==> src/rtl/pipe_ctrl_pkg.sv <==
/* Shared constants for the RV32I pipeline control path.
   Field positions, opcode and funct3 codes, and the datapath select encodings */
`default_nettype none

package pipe_ctrl_pkg;

  localparam int INST_W = 32;
  localparam int REG_W  = 5;

  // Instruction field positions
  localparam int OPC_LSB = 2;  // Low two bits are always 2'b11
  localparam int OPC_W   = 5;
  localparam int RD_LSB  = 7;
  localparam int RS1_LSB = 15;
  localparam int RS2_LSB = 20;
  localparam int F3_LSB  = 12;
  localparam int F7_BIT  = 30; // Picks sub and sra

  localparam logic [INST_W-1:0] NOP_INST = 32'h0000_0013; // addi x0, x0, 0

  localparam logic [OPC_W-1:0] OPC_RTYPE  = 5'b01100;
  localparam logic [OPC_W-1:0] OPC_ITYPE  = 5'b00100;
  localparam logic [OPC_W-1:0] OPC_LOAD   = 5'b00000;
  localparam logic [OPC_W-1:0] OPC_STORE  = 5'b01000;
  localparam logic [OPC_W-1:0] OPC_BRANCH = 5'b11000;
  localparam logic [OPC_W-1:0] OPC_JAL    = 5'b11011;
  localparam logic [OPC_W-1:0] OPC_JALR   = 5'b11001;
  localparam logic [OPC_W-1:0] OPC_AUIPC  = 5'b00101;
  localparam logic [OPC_W-1:0] OPC_LUI    = 5'b01101;

  // Branch funct3
  localparam logic [2:0] F3_BEQ  = 3'b000;
  localparam logic [2:0] F3_BNE  = 3'b001;
  localparam logic [2:0] F3_BLT  = 3'b100;
  localparam logic [2:0] F3_BGE  = 3'b101;
  localparam logic [2:0] F3_BLTU = 3'b110;
  localparam logic [2:0] F3_BGEU = 3'b111;

  // Load funct3
  localparam logic [2:0] F3_LB  = 3'b000;
  localparam logic [2:0] F3_LH  = 3'b001;
  localparam logic [2:0] F3_LW  = 3'b010;
  localparam logic [2:0] F3_LBU = 3'b100;
  localparam logic [2:0] F3_LHU = 3'b101;

  // ALU funct3, shared by R and I types
  localparam logic [2:0] F3_ADD  = 3'b000;
  localparam logic [2:0] F3_SLL  = 3'b001;
  localparam logic [2:0] F3_SLT  = 3'b010;
  localparam logic [2:0] F3_SLTU = 3'b011;
  localparam logic [2:0] F3_XOR  = 3'b100;
  localparam logic [2:0] F3_SR   = 3'b101; // srl or sra
  localparam logic [2:0] F3_OR   = 3'b110;
  localparam logic [2:0] F3_AND  = 3'b111;

  localparam logic [3:0] ALU_ADD  = 4'd0;
  localparam logic [3:0] ALU_SUB  = 4'd1;
  localparam logic [3:0] ALU_AND  = 4'd2;
  localparam logic [3:0] ALU_OR   = 4'd3;
  localparam logic [3:0] ALU_XOR  = 4'd4;
  localparam logic [3:0] ALU_SLL  = 4'd5;
  localparam logic [3:0] ALU_SRL  = 4'd6;
  localparam logic [3:0] ALU_SRA  = 4'd7;
  localparam logic [3:0] ALU_SLT  = 4'd8;
  localparam logic [3:0] ALU_SLTU = 4'd9;
  localparam logic [3:0] ALU_LUI  = 4'd10; // Pass immediate through

  localparam logic [1:0] FWD_REG = 2'd0;
  localparam logic [1:0] FWD_ALU = 2'd1;
  localparam logic [1:0] FWD_MEM = 2'd2;

  localparam logic A_RS1 = 1'b0;
  localparam logic A_PC  = 1'b1;

  localparam logic [1:0] WB_MEM = 2'd0;
  localparam logic [1:0] WB_ALU = 2'd1;
  localparam logic [1:0] WB_PC4 = 2'd2;

  localparam logic [1:0] PC_RESET    = 2'd0;
  localparam logic [1:0] PC_JAL      = 2'd1;
  localparam logic [1:0] PC_NEXT     = 2'd2;
  localparam logic [1:0] PC_REDIRECT = 2'd3; // Branch or jalr target from X

  localparam logic [2:0] LDX_W  = 3'd0;
  localparam logic [2:0] LDX_HU = 3'd1;
  localparam logic [2:0] LDX_H  = 3'd2;
  localparam logic [2:0] LDX_BU = 3'd3;
  localparam logic [2:0] LDX_B  = 3'd4;

endpackage

`default_nettype wire

==> src/rtl/alu_ctrl_dec.sv <==
/* ALU operation and operand select decode for the instruction in X.
   Purely combinational, instantiated by the execute stage */
`timescale 1ns/1ps
`default_nettype none

module alu_ctrl_dec (
  input  wire logic [pipe_ctrl_pkg::INST_W-1:0] x_inst,
  output logic      [3:0]                      alu_sel,
  output logic                                 a_sel,
  output logic                                 b_sel,
  output logic                                 br_un
);

  logic [pipe_ctrl_pkg::OPC_W-1:0] opc;
  logic [2:0]                      f3;
  logic                            f7;
  logic                            is_rtype;
  logic                            is_itype;

  assign opc      = x_inst[pipe_ctrl_pkg::OPC_LSB +: pipe_ctrl_pkg::OPC_W];
  assign f3       = x_inst[pipe_ctrl_pkg::F3_LSB +: 3];
  assign f7       = x_inst[pipe_ctrl_pkg::F7_BIT];
  assign is_rtype = (opc == pipe_ctrl_pkg::OPC_RTYPE);
  assign is_itype = (opc == pipe_ctrl_pkg::OPC_ITYPE);

  always_comb begin
    alu_sel = pipe_ctrl_pkg::ALU_ADD; // Address and PC arithmetic
    if (is_rtype || is_itype) begin
      case (f3)
        pipe_ctrl_pkg::F3_ADD: begin
          // Bit 30 in an I type is immediate, so only R type can subtract
          alu_sel = (is_rtype && f7) ? pipe_ctrl_pkg::ALU_SUB : pipe_ctrl_pkg::ALU_ADD;
        end
        pipe_ctrl_pkg::F3_SLL:  alu_sel = pipe_ctrl_pkg::ALU_SLL;
        pipe_ctrl_pkg::F3_SLT:  alu_sel = pipe_ctrl_pkg::ALU_SLT;
        pipe_ctrl_pkg::F3_SLTU: alu_sel = pipe_ctrl_pkg::ALU_SLTU;
        pipe_ctrl_pkg::F3_XOR:  alu_sel = pipe_ctrl_pkg::ALU_XOR;
        pipe_ctrl_pkg::F3_SR: begin
          alu_sel = f7 ? pipe_ctrl_pkg::ALU_SRA : pipe_ctrl_pkg::ALU_SRL; // srai too
        end
        pipe_ctrl_pkg::F3_OR:   alu_sel = pipe_ctrl_pkg::ALU_OR;
        pipe_ctrl_pkg::F3_AND:  alu_sel = pipe_ctrl_pkg::ALU_AND;
        default:                alu_sel = pipe_ctrl_pkg::ALU_ADD;
      endcase
    end else if (opc == pipe_ctrl_pkg::OPC_LUI) begin
      alu_sel = pipe_ctrl_pkg::ALU_LUI;
    end
  end

  always_comb begin
    case (opc)
      pipe_ctrl_pkg::OPC_BRANCH,
      pipe_ctrl_pkg::OPC_JAL,
      pipe_ctrl_pkg::OPC_AUIPC: a_sel = pipe_ctrl_pkg::A_PC; // Target is PC relative
      default:                  a_sel = pipe_ctrl_pkg::A_RS1;
    endcase
  end

  assign b_sel = !is_rtype; // High selects the immediate

  // Unsigned compare for bltu and bgeu
  assign br_un = (opc == pipe_ctrl_pkg::OPC_BRANCH) &&
                 ((f3 == pipe_ctrl_pkg::F3_BLTU) || (f3 == pipe_ctrl_pkg::F3_BGEU));

endmodule

`default_nettype wire

==> src/rtl/decode_stage.sv <==
/* Decode stage control. Steers the PC, flags the kill of the D instruction
   and bypasses a register file write that lands in the same cycle as the read */
`timescale 1ns/1ps
`default_nettype none

module decode_stage (
  input  wire logic                            rst,
  input  wire logic [pipe_ctrl_pkg::INST_W-1:0] inst,
  input  wire logic                            redirect,
  input  wire logic [pipe_ctrl_pkg::REG_W-1:0]  wf_rd,
  input  wire logic                            wf_we,
  output logic      [pipe_ctrl_pkg::INST_W-1:0] d_inst,
  output logic      [1:0]                      pc_sel,
  output logic                                 nop_sel,
  output logic                                 d_fwd_a,
  output logic                                 d_fwd_b
);

  logic [pipe_ctrl_pkg::OPC_W-1:0] opc;
  logic [pipe_ctrl_pkg::REG_W-1:0] rs1;
  logic [pipe_ctrl_pkg::REG_W-1:0] rs2;
  logic                            is_jal;

  assign opc    = inst[pipe_ctrl_pkg::OPC_LSB +: pipe_ctrl_pkg::OPC_W];
  assign rs1    = inst[pipe_ctrl_pkg::RS1_LSB +: pipe_ctrl_pkg::REG_W];
  assign rs2    = inst[pipe_ctrl_pkg::RS2_LSB +: pipe_ctrl_pkg::REG_W];
  assign is_jal = (opc == pipe_ctrl_pkg::OPC_JAL);

  assign d_inst = inst; // Feeds the X register

  // WF writes the register file while D reads it, so the read sees the old value
  assign d_fwd_a = wf_we && (wf_rd == rs1);
  assign d_fwd_b = wf_we && (wf_rd == rs2);

  assign nop_sel = redirect; // Replace D instruction with a NOP

  always_comb begin
    if (rst) begin
      pc_sel = pipe_ctrl_pkg::PC_RESET;
    end else if (redirect) begin
      pc_sel = pipe_ctrl_pkg::PC_REDIRECT; // Beats jal because the jal is being killed
    end else if (is_jal) begin
      pc_sel = pipe_ctrl_pkg::PC_JAL;
    end else begin
      pc_sel = pipe_ctrl_pkg::PC_NEXT;
    end
  end

endmodule

`default_nettype wire

==> src/rtl/exec_stage.sv <==
/* Execute stage control. Holds the X instruction, resolves branches into a
   redirect and picks the forwarding sources for the ALU operands and store data */
`timescale 1ns/1ps
`default_nettype none

module exec_stage (
  input  wire logic                            clk,
  input  wire logic                            rst,
  input  wire logic [pipe_ctrl_pkg::INST_W-1:0] d_inst,
  input  wire logic                            br_eq,
  input  wire logic                            br_lt,
  input  wire logic [pipe_ctrl_pkg::REG_W-1:0]  wf_rd,
  input  wire logic                            wf_we,
  input  wire logic                            wf_load,
  output logic      [pipe_ctrl_pkg::INST_W-1:0] x_inst,
  output logic                                 redirect,
  output logic                                 br_taken,
  output logic      [3:0]                      alu_sel,
  output logic                                 a_sel,
  output logic                                 b_sel,
  output logic                                 br_un,
  output logic      [1:0]                      x_fwd_a,
  output logic      [1:0]                      x_fwd_b,
  output logic      [1:0]                      rs2_sel
);

  logic [pipe_ctrl_pkg::OPC_W-1:0] opc;
  logic [2:0]                      f3;
  logic [pipe_ctrl_pkg::REG_W-1:0] rs1;
  logic [pipe_ctrl_pkg::REG_W-1:0] rs2;
  logic                            is_branch;
  logic                            is_jalr;
  logic                            reads_rs1;
  logic                            reads_rs2;
  logic                            hit_a;
  logic                            hit_b;
  logic [1:0]                      fwd_src;

  // A redirect kills the instruction now in D
  always_ff @(posedge clk) begin
    if (rst || redirect) begin
      x_inst <= pipe_ctrl_pkg::NOP_INST;
    end else begin
      x_inst <= d_inst;
    end
  end

  assign opc       = x_inst[pipe_ctrl_pkg::OPC_LSB +: pipe_ctrl_pkg::OPC_W];
  assign f3        = x_inst[pipe_ctrl_pkg::F3_LSB +: 3];
  assign rs1       = x_inst[pipe_ctrl_pkg::RS1_LSB +: pipe_ctrl_pkg::REG_W];
  assign rs2       = x_inst[pipe_ctrl_pkg::RS2_LSB +: pipe_ctrl_pkg::REG_W];
  assign is_branch = (opc == pipe_ctrl_pkg::OPC_BRANCH);
  assign is_jalr   = (opc == pipe_ctrl_pkg::OPC_JALR);

  alu_ctrl_dec u_alu_ctrl_dec (
    .x_inst  (x_inst),
    .alu_sel (alu_sel),
    .a_sel   (a_sel),
    .b_sel   (b_sel),
    .br_un   (br_un)
  );

  always_comb begin
    br_taken = 1'b0;
    if (is_branch) begin
      case (f3)
        pipe_ctrl_pkg::F3_BEQ:  br_taken = br_eq;
        pipe_ctrl_pkg::F3_BNE:  br_taken = !br_eq;
        pipe_ctrl_pkg::F3_BLT,
        pipe_ctrl_pkg::F3_BLTU: br_taken = br_lt;  // Signedness set by br_un
        pipe_ctrl_pkg::F3_BGE,
        pipe_ctrl_pkg::F3_BGEU: br_taken = !br_lt;
        default:                br_taken = 1'b0;
      endcase
    end
  end

  assign redirect = br_taken || is_jalr;

  // Operand usage by the X instruction
  assign reads_rs1 = (opc != pipe_ctrl_pkg::OPC_LUI) && (opc != pipe_ctrl_pkg::OPC_AUIPC) &&
                     (opc != pipe_ctrl_pkg::OPC_JAL);
  assign reads_rs2 = (opc == pipe_ctrl_pkg::OPC_RTYPE) || is_branch;

  // wf_we is already low for x0
  assign hit_a   = wf_we && (wf_rd == rs1);
  assign hit_b   = wf_we && (wf_rd == rs2);
  assign fwd_src = wf_load ? pipe_ctrl_pkg::FWD_MEM : pipe_ctrl_pkg::FWD_ALU;

  assign x_fwd_a = (reads_rs1 && hit_a) ? fwd_src : pipe_ctrl_pkg::FWD_REG;
  assign x_fwd_b = (reads_rs2 && hit_b) ? fwd_src : pipe_ctrl_pkg::FWD_REG;
  assign rs2_sel = ((opc == pipe_ctrl_pkg::OPC_STORE) && hit_b) ? fwd_src
                                                                : pipe_ctrl_pkg::FWD_REG;

endmodule

`default_nettype wire

==> src/rtl/pipe_ctrl.sv <==
/* Top of the three-stage RV32I control path. Takes the D instruction and the
   branch compare results and drives the select lines of an external datapath */
`timescale 1ns/1ps
`default_nettype none

module pipe_ctrl (
  input  wire logic                            clk,
  input  wire logic                            rst,
  input  wire logic [pipe_ctrl_pkg::INST_W-1:0] inst,
  input  wire logic                            br_eq,
  input  wire logic                            br_lt,
  output logic      [1:0]                      pc_sel,
  output logic                                 nop_sel,
  output logic                                 d_fwd_a,
  output logic                                 d_fwd_b,
  output logic                                 a_sel,
  output logic                                 b_sel,
  output logic      [3:0]                      alu_sel,
  output logic                                 br_un,
  output logic                                 br_taken,
  output logic      [1:0]                      x_fwd_a,
  output logic      [1:0]                      x_fwd_b,
  output logic      [1:0]                      rs2_sel,
  output logic                                 rf_we,
  output logic      [1:0]                      wb_sel,
  output logic      [2:0]                      ldx_sel
);

  logic [pipe_ctrl_pkg::INST_W-1:0] d_inst;
  logic [pipe_ctrl_pkg::INST_W-1:0] x_inst;
  logic                             redirect;  // Taken branch or jalr in X
  logic [pipe_ctrl_pkg::REG_W-1:0]  wf_rd;
  logic                             wf_we;
  logic                             wf_load;

  decode_stage u_decode_stage (
    .rst      (rst),
    .inst     (inst),
    .redirect (redirect),
    .wf_rd    (wf_rd),
    .wf_we    (wf_we),
    .d_inst   (d_inst),
    .pc_sel   (pc_sel),
    .nop_sel  (nop_sel),
    .d_fwd_a  (d_fwd_a),
    .d_fwd_b  (d_fwd_b)
  );

  exec_stage u_exec_stage (
    .clk      (clk),
    .rst      (rst),
    .d_inst   (d_inst),
    .br_eq    (br_eq),
    .br_lt    (br_lt),
    .wf_rd    (wf_rd),
    .wf_we    (wf_we),
    .wf_load  (wf_load),
    .x_inst   (x_inst),
    .redirect (redirect),
    .br_taken (br_taken),
    .alu_sel  (alu_sel),
    .a_sel    (a_sel),
    .b_sel    (b_sel),
    .br_un    (br_un),
    .x_fwd_a  (x_fwd_a),
    .x_fwd_b  (x_fwd_b),
    .rs2_sel  (rs2_sel)
  );

  wb_stage u_wb_stage (
    .clk      (clk),
    .rst      (rst),
    .x_inst   (x_inst),
    .rf_we    (rf_we),
    .wb_sel   (wb_sel),
    .ldx_sel  (ldx_sel),
    .wf_rd    (wf_rd),
    .wf_we    (wf_we),
    .wf_load  (wf_load)
  );

endmodule

`default_nettype wire

==> src/rtl/wb_stage.sv <==
/* Write-back stage control. Holds the WF instruction and decodes register
   write, write-back source, load extension and the writer info for forwarding */
`timescale 1ns/1ps
`default_nettype none

module wb_stage (
  input  wire logic                            clk,
  input  wire logic                            rst,
  input  wire logic [pipe_ctrl_pkg::INST_W-1:0] x_inst,
  output logic                                 rf_we,
  output logic      [1:0]                      wb_sel,
  output logic      [2:0]                      ldx_sel,
  output logic      [pipe_ctrl_pkg::REG_W-1:0]  wf_rd,
  output logic                                 wf_we,
  output logic                                 wf_load
);

  logic [pipe_ctrl_pkg::INST_W-1:0] wf_inst;
  logic [pipe_ctrl_pkg::OPC_W-1:0]  opc;
  logic [2:0]                       f3;
  logic                             writes_rd;

  always_ff @(posedge clk) begin
    if (rst) begin
      wf_inst <= pipe_ctrl_pkg::NOP_INST;
    end else begin
      wf_inst <= x_inst;
    end
  end

  assign opc   = wf_inst[pipe_ctrl_pkg::OPC_LSB +: pipe_ctrl_pkg::OPC_W];
  assign f3    = wf_inst[pipe_ctrl_pkg::F3_LSB +: 3];
  assign wf_rd = wf_inst[pipe_ctrl_pkg::RD_LSB +: pipe_ctrl_pkg::REG_W];

  always_comb begin
    writes_rd = 1'b1;
    wb_sel    = pipe_ctrl_pkg::WB_ALU;
    case (opc)
      pipe_ctrl_pkg::OPC_LOAD:  wb_sel = pipe_ctrl_pkg::WB_MEM;
      pipe_ctrl_pkg::OPC_JAL,
      pipe_ctrl_pkg::OPC_JALR:  wb_sel = pipe_ctrl_pkg::WB_PC4; // Link address
      pipe_ctrl_pkg::OPC_RTYPE,
      pipe_ctrl_pkg::OPC_ITYPE,
      pipe_ctrl_pkg::OPC_AUIPC,
      pipe_ctrl_pkg::OPC_LUI:   wb_sel = pipe_ctrl_pkg::WB_ALU;
      default: begin // Stores and branches
        writes_rd = 1'b0;
        wb_sel    = pipe_ctrl_pkg::WB_MEM;
      end
    endcase
  end

  assign rf_we   = writes_rd && (wf_rd != '0);
  assign wf_we   = rf_we;
  assign wf_load = (opc == pipe_ctrl_pkg::OPC_LOAD);

  always_comb begin
    ldx_sel = pipe_ctrl_pkg::LDX_W;
    if (wf_load) begin
      case (f3)
        pipe_ctrl_pkg::F3_LB:  ldx_sel = pipe_ctrl_pkg::LDX_B;
        pipe_ctrl_pkg::F3_LH:  ldx_sel = pipe_ctrl_pkg::LDX_H;
        pipe_ctrl_pkg::F3_LW:  ldx_sel = pipe_ctrl_pkg::LDX_W;
        pipe_ctrl_pkg::F3_LBU: ldx_sel = pipe_ctrl_pkg::LDX_BU;
        pipe_ctrl_pkg::F3_LHU: ldx_sel = pipe_ctrl_pkg::LDX_HU;
        default:               ldx_sel = pipe_ctrl_pkg::LDX_W;
      endcase
    end
  end

endmodule

`default_nettype wire

==> config.mk <==
export PLATFORM = sky130hd
export DESIGN_NAME = pipe_ctrl
export DESIGN_NICKNAME = d
export VERILOG_FILES = /design/src/rtl/pipe_ctrl_pkg.sv /design/src/rtl/alu_ctrl_dec.sv /design/src/rtl/decode_stage.sv /design/src/rtl/exec_stage.sv /design/src/rtl/pipe_ctrl.sv /design/src/rtl/wb_stage.sv
export SDC_FILE = /design/constraint.sdc
export NUM_CORES = 1
export LEC_CHECK = 0
export BUFFER_PORTS_ARGS = -buffer_cell sky130_fd_sc_hd__buf_2
export CAP_MARGIN = 30
export CORE_MARGIN = 2
export CORE_UTILIZATION = 44
export DETAILED_ROUTE_END_ITERATION = 16
export GPL_TIMING_DRIVEN = 0
export PLACE_DENSITY = 0.72
export SYNTH_ARGS = -nofsm -noshare
export SYNTH_HDL_FRONTEND = slang
export SYNTH_SLANG_ARGS = --single-unit
==> constraint.sdc <==
create_clock -name clk -period 1.45 [get_ports clk]
set_input_delay 0.145 -clock clk [delete_from_list [all_inputs] [get_ports clk]]
set_output_delay 0.145 -clock clk [all_outputs]
set_load 0.01 [all_outputs]
# ---- Word level (Yosys, flattened, before mapping)
# Index checks and enable logic that the tools add are counted.
dict set report word_totals {
  reg_bits 46
  in_bits 36
  output_inout_bits 25
  wordCells 83
}
dict set report classes {
  eq_ne 32
  muxes 19
  reduce_logical 30
}
# op n
set op_table {}
lappend op_table {{4-bit case mux with 8 select lines} 1}
lappend op_table {{5-bit == test (second input constant)} 6}
lappend op_table {{5-bit by 4-bit == test with 1-bit output (second input constant)} 5}
lappend op_table {{5-bit by 3-bit == test with 1-bit output (second input constant)} 4}
lappend op_table {{5-bit == test} 4}
lappend op_table {{3-bit == test (second input constant)} 6}
lappend op_table {{2-bit two-way mux} 7}
lappend op_table {{1-bit logical AND} 12}
lappend op_table {{3-bit case mux with 4 select lines} 1}
lappend op_table {{4-bit two-way mux} 2}
lappend op_table {{7-bit OR reduction} 1}
lappend op_table {{3-bit by 1-bit == test with 1-bit output (second input constant)} 2}
lappend op_table {{3-bit by 2-bit == test with 1-bit output (second input constant)} 2}
lappend op_table {{3-bit zero test} 2}
lappend op_table {{2-bit OR reduction} 3}
lappend op_table {{5-bit zero test} 1}
lappend op_table {{1-bit logical OR} 5}
lappend op_table {{1-bit two-way mux} 5}
lappend op_table {{5-bit by 3-bit != test with 1-bit output (second input constant)} 1}
lappend op_table {{5-bit by 4-bit != test with 1-bit output (second input constant)} 1}
lappend op_table {{5-bit != test (second input constant)} 1}
lappend op_table {{5-bit nonzero test} 1}
lappend op_table {{1-bit case mux with 4 select lines} 1}
lappend op_table {{2-bit case mux with 2 select lines} 1}
lappend op_table {{other kinds (4)} 6}

# ---- Logic depth before layout (Yosys ltp)
# Gate-level depths: netlist of run 1.
dict set report logic_depth {
  ltp_word 7
  ltp_mapped 6
  ltp_nobuf 4
}

# ---- Hierarchy
# Synthesis of run 1 repeated with hierarchy kept, for this count alone.
dict set report unflattened {
  hier_cells 263
  area_unflattened_um2 2356.0
}
# module instances cells_each area_each_um2 seq_area_each_um2
set by_module_without_submodules {}
lappend by_module_without_submodules {exec_stage 1 138 1316.3 640.6}
lappend by_module_without_submodules {wb_stage 1 50 496.7 260.2}
lappend by_module_without_submodules {decode_stage 1 52 389.1 0.0}
lappend by_module_without_submodules {alu_ctrl_dec 1 23 153.9 0.0}

# ---- Least setup slack after synthesis of run 1
# OpenSTA, ideal clock, no wires.
dict set report synth_path {
  path_type {flip-flop to output port}
  start {reg u_exec_stage.x_inst[4] (netlist name)}
  end {out a_sel}
  t_arrival_ps 1333
  required_time_ps 1305
  slack_ps -28
  path_stages_with_launch 4
  n_path_buf 0
  cell_sequence {dfxtp_1 > or3b_2 > a21o_1 > o21ai_0}
}
dict set report synth_between {
  elab_chain_len 3
  word_cells_on_any_way 5
  cone_classes {3 x eq/ne; 1 x mux; 1 x reduce/logical}
}
# element line_no
set synth_lines {}
lappend synth_lines {{start, declared} exec_stage.sv:15} ;# output logic [pipe_ctrl_pkg::INST_W-1:0] x_inst,
lappend synth_lines {{start signal, assigned} exec_stage.sv:42} ;# x_inst <= pipe_ctrl_pkg::NOP_INST;
lappend synth_lines {{start signal, assigned} exec_stage.sv:44} ;# x_inst <= d_inst;
lappend synth_lines {{5-bit == test or 5-bit by 3-bit == test with 1-bit output (tied branches)} alu_ctrl_dec.sv:51} ;# case (opc)
lappend synth_lines {{3-bit OR reduction *} alu_ctrl_dec.sv:51}
lappend synth_lines {{1-bit two-way mux *} alu_ctrl_dec.sv:51}
lappend synth_lines {{end, declared} pipe_ctrl.sv:16} ;# output logic a_sel,
# Mark *: on every way between the ends. The rest lies on a longest branch, timed or not.

# ---- Worst setup path in the final report of run 1
dict set report layout_path {
  start {reg u_exec_stage.x_inst[5] (netlist name)}
  end {out rs2_sel[0]}
}
dict set report layout_between {
  elab_chain_len 3
}
# element line_no
set layout_lines {}
lappend layout_lines {{5-bit by 4-bit == test with 1-bit output} exec_stage.sv:92} ;# assign rs2_sel = ((opc == pipe_ctrl_pkg::OPC_STORE) && hit_b) ? fwd_src
lappend layout_lines {{1-bit logical AND} exec_stage.sv:92}
lappend layout_lines {{2-bit two-way mux} exec_stage.sv:92}
lappend layout_lines {{end, declared} pipe_ctrl.sv:23} ;# output logic [1:0] rs2_sel,
# Every way passes these cells.

==> results of run 1 <==
[where the power goes]
group / internal [W] / total, W / switching, W / leakage (nW)
clock network: 0.000429 / 0.000757 / 0.000328 / 0.0542
registers: 0.00106 / 0.00111 / 0.0000426 / 0.313
logic: 0.000238 / 0.000441 / 0.000203 / 0.767
total: 0.00173 / 0.00230 / 0.000574 / 1.13
[registers in the layout (all words and copies together) (netlist names)]
signal               cells
u_wb_stage.wf_inst      13
u_exec_stage.x_inst     24
[per-layer routing]
metal	global-route usage (%)	vias to the layer above	routed length, um
met5	0	-	0
met2	32.5	31	2030
li1	-	741	-
met3	4.45	7	135
met1	20.0	684	1550
met4	7.81	0	67
[layout by cell type, fill, tap and decap left out, types with 6 or more instances in the layout]
| cell | count |
|---|---|
| and2_1 | 22 |
| nor2_1 | 13 |
| buf_2 | 50 |
| nand2_1 | 7 |
| clkbuf_8 | 7 |
| nor2b_1 | 13 |
| dfxtp_1 | 21 |
| xor2_1 | 13 |
| xnor2_1 | 6 |
| buf_6 | 12 |
| dfxtp_2 | 8 |
| buf_4 | 14 |
| dfxtp_4 | 8 |
[cell families (layout without fill, tap and decap cells)]
group	Yosys count	after routing	synth area share (%)
simple gates	92	92	31.6
flops	37	37	44.8
xor+xnor	24	24	12.7
compound gates	14	14	6.58
buf+inv	13	89	4.31
[timing repair]
| action | CTS | global route |
|---|---|---|
| setup endpoints to repair | 43 | 43 |
| setup buffers | 12 | 9 |
| cloned | 0 | 1 |
| gates resized for setup | 54 | 28 |
| pin swaps | 24 | 17 |
| hold endpoints to repair | 0 | 0 |
[worst reg2reg max path: cells and delay by family, from the launching register on]
kind                   cells  cell delay, ns
AO/OA/AOI/OAI              2            0.31
AND/OR/NAND/NOR            2            0.41
flip-flops                 1            0.35
buffers and inverters      2            0.29
[worst max path at each step]
stage	from	endpoint	slack, ns	cells past startpoint
final	u_exec_stage.x_inst[5]	rs2_sel[0]	-0.28	5
after floorplan	u_wb_stage.wf_inst[4]	d_fwd_a	0.01	4
after detailed placement	u_wb_stage.wf_inst[7]	d_fwd_a	-0.18	6
after CTS	u_exec_stage.x_inst[5]	x_fwd_b[0]	-0.28	5
after global routing	u_wb_stage.wf_inst[9]	x_fwd_a[0]	-0.40	5
after global placement	u_wb_stage.wf_inst[7]	d_fwd_a	-0.16	6
[stage by stage]
stage / TNS (ns) / hold slack, ns / setup WS [ns]
6_report: -3.49 / 0.0564 / -0.285
3_5_place_dp: -1.32 / 0.346 / -0.181
4_1_cts: -3.77 / 0.0475 / -0.279
5_1_grt: -6.53 / 0.0556 / -0.395
2_1_floorplan: 0 / 0.217 / 0.0114
3_3_place_gp: -1.03 / 0.343 / -0.160
[layout make-up]
cell class                 count  area [um^2]
inverter                       4         18.8
multi-input combinational    130         1070
sequential                    37          781
buffer                         3         26.3
clock buffer                   7         96.3
fill                         264         1110
clock inverter                 1         5.00
tap                           48         60.1
timing repair buffer          74          468
==> impl_metrics.yaml, run 1 <==
status:
  status: "finished with violations"
  violations: "setup timing"
timing:
  fin_crit_ns: 1.73
  grt_setup_unrepaired: "yes"
  finalSetupViolations: 23
  hold_viol_final: 0
  fin_skew_ns: 0.00279
  finalCritPeriodShare_pct: 120
  post-route-worst-setup-slack_ns: -0.285
  max_freq_mhz: 576
  relSlewSlack_pct: 64.9
  worst_pin_slew_ns: 0.527
  slew_violations: 0
final_layout:
  diodes: 0
  area_growth_pct: 52.6
  post_route_cells_drive_above_1_share_pct: 55.5
  design_area_um2: 2520
  fin_cells: 304
  fin_nets: 291
  final_core_util_pct: 69.5
yosys:
  yosys-top-cells-area: "dfxtp_1, and2_1, xor2_1, xnor2_1, nor2b_1"
  synthArstFlopShare_pct: 0
  synth_edf_count: 0
  ys_seq_elements: 37
  syn_inst: 180
  synth_common_cells: "dfxtp_1, and2_1, nor2_1"
  yosys.area.top_type_share_pct: 44.8
  synthFlopType: "dfxtp_1"
  avgSynthCellArea_um2: 9.19
  synth.most_common_cell: "dfxtp_1"
  syn-num-nets: 216
  yosys.cell_types.count: 34
  yosysTopAreaCell: "dfxtp_1"
  yosysSeqAreaShare_pct: 44.8
  yosysWarnings: 0
  syn_area_um2: 1650
drt:
  firstDrtPassIters: 4
  wl_per_cell_um: 12.4
  routed_wl_um: 3780
  drt.antenna.violating_nets: 0
  vias_per_cell: 4.81
  drc: 0
  vias: 1463
  drt-initial-drc-count: 26
grt:
  track_usage_pct: 18.0
  grt_pass1_wl_um: 5740
  grt_antenna_before_repair: 0
  grt_pass1_vias: 1331
  grt_overflow: 0
  grt_max_degree: 12
worst_setup_path:
  ff2ff_path_depth: 6
  arrival_ns: 1.59
  r2r_slack_ns: 0
  crit_family: "simple AND/OR/NAND/NOR gates"
  r2r-end: "u_exec_stage.x_inst[17]"
  crit_type: "register to output pin"
  timing.rr.start: "u_exec_stage.x_inst[14]"
  slowest_delay_ns: 0.39
  crit_fanout: 3
  cp-end-kind: "output pin"
  cpMaxStageDelayCell: "or3b_4"
  startpoint_type: "register"
  critPathBufInv: 1
  crit_chain: "or3b_4 -> nor4_4 -> nand4_1 -> nor2_1 -> buf_2"
  worstPathRequired_ns: 1.31
die:
  rows: 22
  dieArea_um2: 4270
  fp.dieW_um: 65.3
  ios: 61
  core_area_um2: 3630
  die_y_um: 65.3
  start_util_pct: 45.5
power:
  leakage_nw: 1.13
  max-vdd-ir-drop_mv: 0.644
  p_per_area_nw_per_um2: 913
  p_total_w: 0.00230
clock_tree:
  clock_latency_ns: 0.28
  ctsHoldBuffers: 0
  cts_buffers: 5
  clockBufferDepth: 2
  cts_tree: "yes"
  cts-root-buf: "clkbuf_8"
  cts.clk_slew.worst_paths_ns: 0.07
  clock-sinks: 37
  htree_levels: 2
min_path:
  hold_path_class: "input port to register"
  min_to: "u_exec_stage.x_inst[13]"
  min_from: "inst[13]"
  whs_path_depth: 2
place:
  globalplace.congestion: 0.726
  port_buffers: 52
  place_hpwl_um: 2480
  place_inst: 280
  post_dp_cell_area_um2: 1980
run:
  max_cap_violations: 0
Note: power is estimated with default switching activity, not from simulation.
==> run 2: changes to the inputs <==
- SKIP_CTS_REPAIR_TIMING: unset -> 1
==> run 2 against run 1 <==
Net effect:
- the flow still finishes with violations (setup timing)
- worst hold slack lost 0.0063 ns
- critical path depth unchanged
- sequential share of layout area up 1.3 points
- total power shrank 1.2%
- sequential cell count stayed put
- utilization fell by 3.4 points
- non-clock buffer count fell by 5
- via count fell by 2.9%
- first-iteration DRC count decreased by 7.7%
- combinational power fell by 8.4%
- sequential power about the same
- wire length down 3.8%
- critical path type unchanged
- highest routed layer unchanged
==> impl_metrics.yaml, run 2 (same netlist as run 1, synthesis figures left out) <==
timing:
  worst_pin_slew_ns: 0.506
  finalCritPeriodShare_pct: 123
  post-route-worst-setup-slack_ns: -0.339
  relSlewSlack_pct: 66.3
  tns_ns: -5.19
  grt_setup_unrepaired: "yes"
  max_freq_mhz: 559
  hold_viol_final: 0
  slew_violations: 0
  fin_skew_ns: 0.00663
  whs_ns: 0.0501
  fin_crit_ns: 1.79
  finalSetupViolations: 42
worst_setup_path:
  worstPathRequired_ns: 1.31
  cp-end-kind: "output pin"
  r2r_slack_ns: -0.04
  timing.rr.start: "u_exec_stage.x_inst[12]"
  slowest_delay_ns: 0.41
  cpMaxStageDelayCell: "or3b_4"
  crit_family: "simple AND/OR/NAND/NOR gates"
  crit_fanout: 5
  startpoint_type: "register"
  critPathBufInv: 1
  ff2ff_path_depth: 7
  arrival_ns: 1.64
  crit_type: "register to output pin"
  crit_chain: "or3b_4 -> nor4_4 -> nand4_1 -> nor2_1 -> buf_2"
  r2r-end: "u_exec_stage.x_inst[17]"
final_layout:
  post_route_cells_drive_above_1_share_pct: 51.4
  layout.cells.most_common_list: "buf_2, dfxtp_1, and2_1"
  final_core_util_pct: 66.1
  largest_reg_flops: 24
  fin_nets: 286
  largestRegisters: "u_exec_stage.x_inst x24, u_wb_stage.wf_inst x13"
  design_area_um2: 2400
  fin_cells: 299
  diodes: 0
  top_register: "u_exec_stage.x_inst"
  area_growth_pct: 45.2
  layout_commonest_cell: "buf_2"
grt:
  grt_max_degree: 12
  grt_pass1_wl_um: 5270
  track_usage_pct: 16.5
  grt_overflow: 0
  grt_pass1_vias: 1244
  grt_antenna_before_repair: 0
clock_tree:
  htree_levels: 2
  cts_tree: "yes"
  clockBufferDepth: 2
  cts.clk_slew.worst_paths_ns: 0.07
  clock_latency_ns: 0.29
  clock-sinks: 37
  cts-root-buf: "clkbuf_8"
  cts_buffers: 5
min_path:
  hold_path_class: "input port to register"
  min_to: "u_exec_stage.x_inst[13]"
  min_from: "inst[13]"
  whs_path_depth: 2
power:
  max-vdd-ir-drop_mv: 0.638
  leakage_nw: 1.09
  p_per_area_nw_per_um2: 948
drt:
  vias_per_cell: 4.75
  firstDrtPassIters: 4
  wl_per_cell_um: 12.2
  drt-initial-drc-count: 24
  drc: 0
  vias: 1420
  routed_wl_um: 3640
  drt.antenna.violating_nets: 0
run:
  max_cap_violations: 0
place:
  port_buffers: 52
  place_inst: 280
  post_dp_cell_area_um2: 1980
  globalplace.congestion: 0.726
  place_hpwl_um: 2480
die:
  core_area_um2: 3630
  die_y_um: 65.3
  rows: 22
  start_util_pct: 45.5
  fp.dieW_um: 65.3
  dieArea_um2: 4270
  ios: 61
status:
  violations: "setup timing"
  status: "finished with violations"
-- run 2: changes by cell type in the layout (fill, tap and decap cells not counted), sizes merged --
cell      previous run  this run
inv                  3         4
buf                 76        71
clkinvlp             1         0
-- run 2: where the power goes --
| part | internal [W] | switching [W] |
|---|---|---|
| logic | 0.000221 | 0.000182 |
| clock network | 0.000429 | 0.000335 |
| registers | 0.00107 | 0.0000438 |
-- run 2: metal layers --
metal / GRT usage [%] / wire length (um)
met5: 0 / 0
met4: 7.03 / 61
met3: 4.11 / 125
met2: 29.6 / 1910
met1: 18.4 / 1540
-- run 2: final cells by class --
cell class / instances / area, um^2
clock buffers: 7 / 96.3
multi-input cells: 130 / 1010
clock inverters: 1 / 5.00
fillers: 294 / 1230
repair buffers: 68 / 402
inverters: 4 / 15.0
plain buffers: 4 / 41.3
flip-flops and latches: 37 / 774
well taps: 48 / 60.1
-- run 2: worst reg2reg max path: stages, from the launching register on --
cell and delay, ns:
dfxtp_2 0.33, buf_8 0.14, xnor2_4 0.16, o221ai_4 0.16, buf_6 0.15, a21oi_4 0.21, buf_6 0.16, and2_1 0.12
-- run 2: how the worst max path moves through the flow --
stage	endpoint	slack (ns)	from	cells after the start
2_1_floorplan	d_fwd_a	0.01	u_wb_stage.wf_inst[4]	4
3_3_place_gp	d_fwd_a	-0.16	u_wb_stage.wf_inst[7]	6
3_5_place_dp	d_fwd_a	-0.18	u_wb_stage.wf_inst[7]	6
4_1_cts	d_fwd_a	-0.49	u_wb_stage.wf_inst[7]	6
5_1_grt	rs2_sel[0]	-0.43	u_exec_stage.x_inst[2]	5
6_report	rs2_sel[0]	-0.34	u_exec_stage.x_inst[2]	5
-- run 2: metrics by stage --
stage,setup slack [ns],power [W]
6_report,-0.339,0.00228
5_1_grt,-0.426,0.00239
4_1_cts,-0.493,0.00217
3_5_place_dp,-0.181,0.00141
3_3_place_gp,-0.160,0.00141
2_1_floorplan,0.0114,0.00131
